File: src/hdl/core_pkg.sv
package core_pkg;

    // register value and index
    typedef logic [31:0] data_t;
    typedef logic [4:0]  reg_pos_t;

    // rename tag, zero means the value is ready
    typedef logic [3:0]  rob_id_t;

    localparam int REG_SIZE  = 32;
    localparam int ROB_DEPTH = 8;

    // reorder buffer pointer and occupancy
    localparam int ROB_PTR_W = $clog2(ROB_DEPTH);
    typedef logic [ROB_PTR_W-1:0] rob_ptr_t;
    typedef logic [ROB_PTR_W:0]   rob_cnt_t;

    localparam reg_pos_t ZERO_REG = 5'd0;
    localparam rob_id_t  ZERO_ROB = 4'd0;

endpackage

File: src/hdl/rename_pkg.sv
package rename_pkg;

    // incoming instruction, already decoded
    typedef struct packed {
        core_pkg::reg_pos_t rd;
        core_pkg::reg_pos_t rs1;
        core_pkg::reg_pos_t rs2;
    } inst_t;

    // renamed operation with operands or producer tags
    typedef struct packed {
        logic               valid;
        core_pkg::rob_id_t  tag;
        core_pkg::data_t    v1;
        core_pkg::rob_id_t  q1;
        core_pkg::data_t    v2;
        core_pkg::rob_id_t  q2;
        core_pkg::reg_pos_t rd;
    } issue_t;

    // result coming back, jump means redirect
    typedef struct packed {
        logic              valid;
        core_pkg::rob_id_t tag;
        core_pkg::data_t   value;
        logic              jump;
    } result_t;

    typedef struct packed {
        logic               valid;
        core_pkg::rob_id_t  tag;
        core_pkg::reg_pos_t rd;
        core_pkg::data_t    value;
        logic               jump;
    } commit_t;

    // new reorder buffer entry
    typedef struct packed {
        logic               valid;
        core_pkg::reg_pos_t rd;
        core_pkg::rob_id_t  tag;
    } alloc_t;

endpackage

File: src/hdl/reg_file.sv
module reg_file (
    input  logic                clk,
    input  logic                rst,

    // operand read from dispatch
    input  core_pkg::reg_pos_t  rs1,
    input  core_pkg::reg_pos_t  rs2,
    output core_pkg::data_t     v1,
    output core_pkg::data_t     v2,
    output core_pkg::rob_id_t   q1,
    output core_pkg::rob_id_t   q2,

    input  rename_pkg::alloc_t  alloc,
    input  rename_pkg::commit_t commit
);

    import core_pkg::*;
    import rename_pkg::*;

    data_t   vals [REG_SIZE];
    rob_id_t tags [REG_SIZE];

    logic    jump_clr;
    logic    alloc_wr;
    logic    commit_wr;
    logic    commit_clr;
    rob_id_t cur_tag;

    // value seen by a read, commit in flight wins
    function automatic data_t read_val(input reg_pos_t rs);
        data_t v;
        v = vals[rs];
        if (commit_wr && commit.rd == rs) begin
            v = commit.value;
        end
        return v;
    endfunction

    // tag seen by a read, cleared if the committing entry is its producer
    function automatic rob_id_t read_tag(input reg_pos_t rs);
        rob_id_t q;
        q = tags[rs];
        if (commit_wr && commit.rd == rs && tags[rs] == commit.tag) begin
            q = ZERO_ROB;
        end
        return q;
    endfunction

    always_comb begin
        jump_clr  = commit.valid && commit.jump;
        alloc_wr  = alloc.valid && alloc.rd != ZERO_REG;
        commit_wr = commit.valid && commit.rd != ZERO_REG;

        // youngest tag rd will hold after this edge, before the commit clear
        if (alloc_wr && alloc.rd == commit.rd) begin
            cur_tag = alloc.tag;
        end else begin
            cur_tag = tags[commit.rd];
        end
        commit_clr = commit_wr && cur_tag == commit.tag;
    end

    always_comb begin
        v1 = read_val(rs1);
        v2 = read_val(rs2);
        q1 = read_tag(rs1);
        q2 = read_tag(rs2);
    end

    always_ff @(posedge clk) begin
        if (rst) begin
            for (int i = 0; i < REG_SIZE; i++) begin
                tags[i] <= ZERO_ROB;
                vals[i] <= '0;
            end
        end else begin
            if (jump_clr) begin
                for (int i = 0; i < REG_SIZE; i++) begin
                    tags[i] <= ZERO_ROB;
                end
            end else if (alloc_wr) begin
                tags[alloc.rd] <= alloc.tag;
            end

            // producer done and no younger writer
            if (commit_clr) begin
                tags[commit.rd] <= ZERO_ROB;
            end
            if (commit_wr) begin
                vals[commit.rd] <= commit.value;
            end
        end
    end

endmodule

File: src/hdl/reorder_buffer.sv
module reorder_buffer (
    input  logic                clk,
    input  logic                rst,

    // allocation from dispatch
    input  rename_pkg::alloc_t  alloc,
    output core_pkg::rob_id_t   next_tag,

    // out of order results
    input  rename_pkg::result_t result,

    // in order commit, combinational from head
    output rename_pkg::commit_t commit,
    output logic                full
);

    import core_pkg::*;
    import rename_pkg::*;

    rob_ptr_t head;
    rob_ptr_t tail;
    rob_cnt_t count;

    logic [ROB_DEPTH-1:0] ent_ready;
    logic [ROB_DEPTH-1:0] ent_jump;
    reg_pos_t             ent_rd    [ROB_DEPTH];
    data_t                ent_value [ROB_DEPTH];

    rob_ptr_t res_idx;
    logic     do_commit;
    logic     do_flush;

    // tag is the entry index plus one, zero stays free for "ready"
    function automatic rob_id_t tag_of(input rob_ptr_t ptr);
        return rob_id_t'(ptr) + 1'b1;
    endfunction

    assign res_idx  = rob_ptr_t'(result.tag - 1'b1);
    assign next_tag = tag_of(tail);
    assign full     = count == rob_cnt_t'(ROB_DEPTH);

    always_comb begin
        commit.valid = count != '0 && ent_ready[head];
        commit.tag   = tag_of(head);
        commit.rd    = ent_rd[head];
        commit.value = ent_value[head];
        commit.jump  = ent_jump[head];
    end

    assign do_commit = commit.valid;
    assign do_flush  = commit.valid && commit.jump;

    // pointers, count and ready bits
    always_ff @(posedge clk) begin
        if (rst) begin
            head      <= '0;
            tail      <= '0;
            count     <= '0;
            ent_ready <= '0;
        end else if (do_flush) begin
            head      <= '0;
            tail      <= '0;
            count     <= '0;
            ent_ready <= '0;
        end else begin
            if (alloc.valid) begin
                ent_ready[tail] <= 1'b0;
                tail            <= tail + 1'b1;
            end
            if (result.valid) begin
                ent_ready[res_idx] <= 1'b1;
            end
            if (do_commit) begin
                head <= head + 1'b1;
            end

            case ({alloc.valid, do_commit})
                2'b10:   count <= count + 1'b1;
                2'b01:   count <= count - 1'b1;
                default: count <= count;
            endcase
        end
    end

    // entry payload
    always_ff @(posedge clk) begin
        if (alloc.valid) begin
            ent_rd[tail] <= alloc.rd;
        end
        if (result.valid) begin
            ent_value[res_idx] <= result.value;
            ent_jump[res_idx]  <= result.jump;
        end
    end

endmodule

File: src/hdl/dispatch.sv
module dispatch (
    input  logic               clk,
    input  logic               rst,

    input  logic               inst_valid,
    input  rename_pkg::inst_t  inst,

    // operand read through reg_file
    output core_pkg::reg_pos_t rs1,
    output core_pkg::reg_pos_t rs2,
    input  core_pkg::data_t    v1,
    input  core_pkg::rob_id_t  q1,
    input  core_pkg::data_t    v2,
    input  core_pkg::rob_id_t  q2,

    input  core_pkg::rob_id_t  next_tag,
    input  logic               flush,

    output rename_pkg::alloc_t alloc,
    output rename_pkg::issue_t issue
);

    import core_pkg::*;
    import rename_pkg::*;

    logic take;

    // a jump commit in this cycle drops the incoming instruction
    assign take = inst_valid && !flush;

    assign rs1 = inst.rs1;
    assign rs2 = inst.rs2;

    always_comb begin
        alloc.valid = take;
        alloc.rd    = inst.rd;
        alloc.tag   = next_tag;
    end

    // renamed op, one cycle after the strobe
    always_ff @(posedge clk) begin
        if (take) begin
            issue.tag <= next_tag;
            issue.v1  <= v1;
            issue.q1  <= q1;
            issue.v2  <= v2;
            issue.q2  <= q2;
            issue.rd  <= inst.rd;
        end

        if (rst) begin
            issue.valid <= 1'b0;
        end else begin
            issue.valid <= take;
        end
    end

endmodule

File: src/hdl/rename_core.sv
module rename_core (
    input  logic                clk,
    input  logic                rst,

    input  logic                inst_valid,
    input  rename_pkg::inst_t   inst,
    input  rename_pkg::result_t result,

    output rename_pkg::issue_t  issue,
    output rename_pkg::commit_t commit,
    output logic                rob_full
);

    import core_pkg::*;
    import rename_pkg::*;

    reg_pos_t rs1;
    reg_pos_t rs2;
    data_t    v1;
    data_t    v2;
    rob_id_t  q1;
    rob_id_t  q2;
    rob_id_t  next_tag;
    alloc_t   alloc;
    logic     flush;

    // redirect on a committed jump
    assign flush = commit.valid && commit.jump;

    dispatch dispatch0 (
        .clk        (clk),
        .rst        (rst),
        .inst_valid (inst_valid),
        .inst       (inst),
        .rs1        (rs1),
        .rs2        (rs2),
        .v1         (v1),
        .q1         (q1),
        .v2         (v2),
        .q2         (q2),
        .next_tag   (next_tag),
        .flush      (flush),
        .alloc      (alloc),
        .issue      (issue)
    );

    reg_file reg_file0 (
        .clk    (clk),
        .rst    (rst),
        .rs1    (rs1),
        .rs2    (rs2),
        .v1     (v1),
        .v2     (v2),
        .q1     (q1),
        .q2     (q2),
        .alloc  (alloc),
        .commit (commit)
    );

    reorder_buffer rob0 (
        .clk      (clk),
        .rst      (rst),
        .alloc    (alloc),
        .next_tag (next_tag),
        .result   (result),
        .commit   (commit),
        .full     (rob_full)
    );

endmodule

File: config.mk
export PLATFORM = sky130hd
export DESIGN_NAME = rename_core
export DESIGN_NICKNAME = d
export VERILOG_FILES = /design/src/hdl/core_pkg.sv /design/src/hdl/rename_pkg.sv /design/src/hdl/reg_file.sv /design/src/hdl/reorder_buffer.sv /design/src/hdl/dispatch.sv /design/src/hdl/rename_core.sv
export SDC_FILE = /design/constraint.sdc
export NUM_CORES = 2
export LEC_CHECK = 0
export BUFFER_PORTS_ARGS = -buffer_cell sky130_fd_sc_hd__buf_2
export CORE_ASPECT_RATIO = 0.75
export CORE_MARGIN = 5
export CORE_UTILIZATION = 30
export CTS_CLUSTER_SIZE = 14
export DETAILED_ROUTE_END_ITERATION = 12
export MAX_ROUTING_LAYER = met4
export PLACE_DENSITY = 0.46
export SLEW_MARGIN = 10
export SYNTH_ARGS = -nofsm -noshare
export SYNTH_HDL_FRONTEND = slang
export SYNTH_SLANG_ARGS = --single-unit
File: constraint.sdc
create_clock -name clk -period 8.2 [get_ports clk]
set_clock_uncertainty 0.2 [all_clocks]
set_input_delay 0.82 -clock clk [delete_from_list [all_inputs] [get_ports clk]]
set_output_delay 0.82 -clock clk [all_outputs]
set_load 0.02 [all_outputs]
==> summary.md <==
| Metric | Value |
|---|---|
| Vias | `48100` |
| Post-synthesis instance area | `75800 um^2` |
| Final Power | `19.0 mW` |
| Max cap viols | `0` |
| Worst-Skew Late Latency | `830 ps` |
| Yosys reg bits | `1559` |
| ANT nets after route | `0` |
| Number of global-route vias before repair | `47800` |
| Placement Cell Area | `81300 um^2` |
| Post-synth ARST share | `0` |
| Reg-to-reg slack, setup | `1700 ps` |
| Gr usage total | `0.215` |
| Fillers | `24000` |
| Hpwl dp | `168 mm` |
| Setup violators final | `0` |
| Achievable clock frequency | `154 MHz` |
| Hold_buf cts | `0` |
| Core Box Area | `251000 um^2` |
| M1 wire length | `122 mm` |
| Compound-gate portion of the synthesized area | `0.0333` |
| Total Wirelength | `280 mm` |
| Power Density | `219 nW/um^2` |
| Crit share post-route | `0.793` |
| Synth Area in Adders | `0.00125` |
| DR pass1 iterations | `6` |
| Max layer used | `met4` |
| Critical path required time | `8490 ps` |
| Largest family of logic cells by synthesized area | `multiplexers` |
| Static leakage power | `29.9 nW` |
| I/O pin cnt | `182` |
| Mux cell area share after synthesis | `0.259` |
| Setup tns final | `0 ps` |
| Ys flop type | `edfxtp_1` |
| Critical Path AT | `6790 ps` |
| Clk buf depth | `4` |
| Status | `finished clean` |
| Global-route wire length before repair | `389 mm` |
| Synth warnings | `0` |
| Syn avg cell area | `15.2 um^2` |
| Die Height | `445 um` |
| DRT iter0 DRCs | `6295` |
| XOR/XNOR Fraction of Synth Area | `0.00358` |
| Slew HR | `0.173` |
| Crit path time final | `6500 ps` |
| Clock transition at the registers of the reported paths | `60 ps` |
| WL met2 | `125 mm` |
| Die X | `591 um` |
| Simple-gate share of the synthesized area | `0.0768` |
| Type of the worst min-delay path | `input port to flip-flop` |
| Initial antenna violation count | `18` |
| Final Max Slew Viols | `0` |
| DR DRC count | `0` |
| Gpl congestion | `0.830` |
| Clk root buf | `clkbuf_16` |
| Setup crit end kind | `flip-flop` |
| Die ar. | `263000 um^2` |
| Netlist cell types | `59` |
| Max VDD drop | `0.149 mV` |
| Worst Setup Start Kind | `flip-flop` |
| Reg2Reg Capture Point | `reg_file0.vals[6][28]` |
| Setup bufs post-CTS | `0` |
| Share of the synthesized area in the top cell type | `0.558` |
| Post-synth EDFFs | `1409` |
| Worst R2R Path Depth | `11` |
| CP Capture Point | `reg_file0.vals[6][28]` |
| Resized cells post-CTS | `0` |
| CTS tree | `done` |
| P&R area growth vs syn | `14.4%` |
| Design Area, Final | `86800 um^2` |
| Grt ovf | `0` |
| Starting Density | `0.302` |
| Worst slew pin tran | `1230 ps` |
| H-tree level count | `4` |
| Cells after Synth | `5004` |
| CP Class | `flip-flop to flip-flop` |
| FP Rows | `159` |
| Largest net degree at the start of global routing | `116` |
| Port Buf Inserts | `180` |
| Post-synth top area cell | `edfxtp_1` |
| Metal3 WL | `25.2 mm` |
| Top cells by area, synth | `edfxtp_1 56%, mux4_2 24%, nor2_1 6.1%` |
| RSZ-0062 raised after global routing | `no` |
| Crit path max fanout | `33` |
| Vias/cell | `5.60` |
| Sink Count | `1559` |
| Register area share after synthesis | `0.598` |
| CTS Buf Count | `176` |
| Routed WL per cell | `32.6 um` |
| Share of cells above drive strength 1 | `0.290` |
| Hold Vio Cnt, Final | `0` |
| Final net count | `5139` |
==> cell usage in the layout, fill, tap and decap left out, types with 32 or more instances in the layout <==
master	netlist	layout
a21oi_1	198	196
a211oi_1	32	32
nor2_1	1235	1230
mux2i_1	168	136
clkbuf_1	381	34
a31oi_1	126	126
edfxtp_1	1409	1409
clkinv_2	0	34
clkbuf_16	0	182
mux2i_4	2	34
buf_4	10	163
inv_1	55	55
clkinv_1	1	36
conb_1	1	32
nand2_1	122	91
mux4_2	794	794
dfxtp_1	150	147
buf_2	24	169
==> final cells by class <==
type                            count  area [um^2]  share of cell area
Antenna cell                        6         15.0            0.000173
Clock buffer                      224         4780              0.0551
Clock inverter                     90          716             0.00825
Inverter                           58          223             0.00257
Multi-Input combinational cell   2934        29200               0.336
Sequential cell                  1559        45300               0.522
Tap cell                         3381         4230              0.0487
Timing Repair Buffer              347         2330              0.0269
==> metal layers <==
| metal | GRT usage | vias to the layer above |
|---|---|---|
| li1 | - | 19600 |
| met1 | 0.305 | 25800 |
| met2 | 0.314 | 2373 |
| met3 | 0.0422 | 402 |
| met4 | 0.0593 | 0 |
| met5 | - | - |
==> worst max-delay path: stages (launching register included) <==
cell and delay, ps:
dfxtp_4 460, mux4_2 570, mux2i_4 700, inv_1 300
a41oi_1 850, a21boi_0 550, nor2b_1 430, and2_1 460
nand2_2 120, buf_4 590, nand2b_2 420, buf_4 420
==> Yosys cell counts (11+ instances only) <==
cell type     n
edfxtp_1   1409
nor2_1     1235
mux4_2      794
clkbuf_1    381
a21oi_1     198
mux2i_1     168
dfxtp_1     150
a31oi_1     126
nand2_1     122
buf_1        63
inv_1        55
nand2b_1     36
a211oi_1     32
nand3_1      28
xnor2_1      25
buf_2        24
nor3_1       21
a32oi_1      18
and2_1       11
==> flip-flops by register name, summed over array words and instances, names as in the netlist, named ones only <==
register / count
rob0.ent_ready: 8
rob0.ent_jump: 8
rob0.tail: 3
rob0.head: 3
rob0.count: 4
reg_file0.vals: 1024
reg_file0.tags: 128
dispatch0.issue: 82
rob0.ent_rd: 40
rob0.ent_value: 256
==> metrics by stage <==
step                      instances  hold WS [ps]  worst slack, ps  utilization
after global placement         8279           275             1800        0.324
after floorplan                5035           251             3000            -
after detailed placement       8279           289             1720        0.324
after CTS                      8593          2.85             1710        0.346
after global routing           8598          33.0             1510        0.346
final                          8599          68.6             1700        0.346
==> cell families after synthesis <==
logic type | count (synthesis)
buffers and inverters | 542
multiplexers | 968
other | 1
XOR/XNOR | 31
AO/OA/AOI/OAI | 414
AND/OR/NAND/NOR | 1482
adder cells (fa/ha/maj) | 7
flip-flops | 1559
==> how the worst min path moves through the flow <==
stage / startpoint / cells past startpoint / slack [ps] / end
2_1_floorplan: rob0.ent_ready[2] / 2 / 250 / rob0.ent_ready[2]
3_3_place_gp: rob0.ent_ready[1] / 2 / 270 / rob0.ent_ready[1]
3_5_place_dp: rob0.ent_ready[1] / 2 / 290 / rob0.ent_ready[1]
4_1_cts: result[31] / 1 / 3 / rob0.ent_value[5][30]
5_1_grt: result[2] / 1 / 30 / rob0.ent_value[0][1]
6_report: result[25] / 1 / 70 / rob0.ent_value[6][24]
==> power breakdown <==
part	switching, mW	leakage (nW)	internal (mW)	total (mW)
Clock	3.38	2.71	4.46	7.84
Sequential	0.128	15.3	8.96	9.09
Combinational	1.31	11.8	0.723	2.03
Total	4.82	29.9	14.1	19.0
Power figures use the tool's default switching activity.
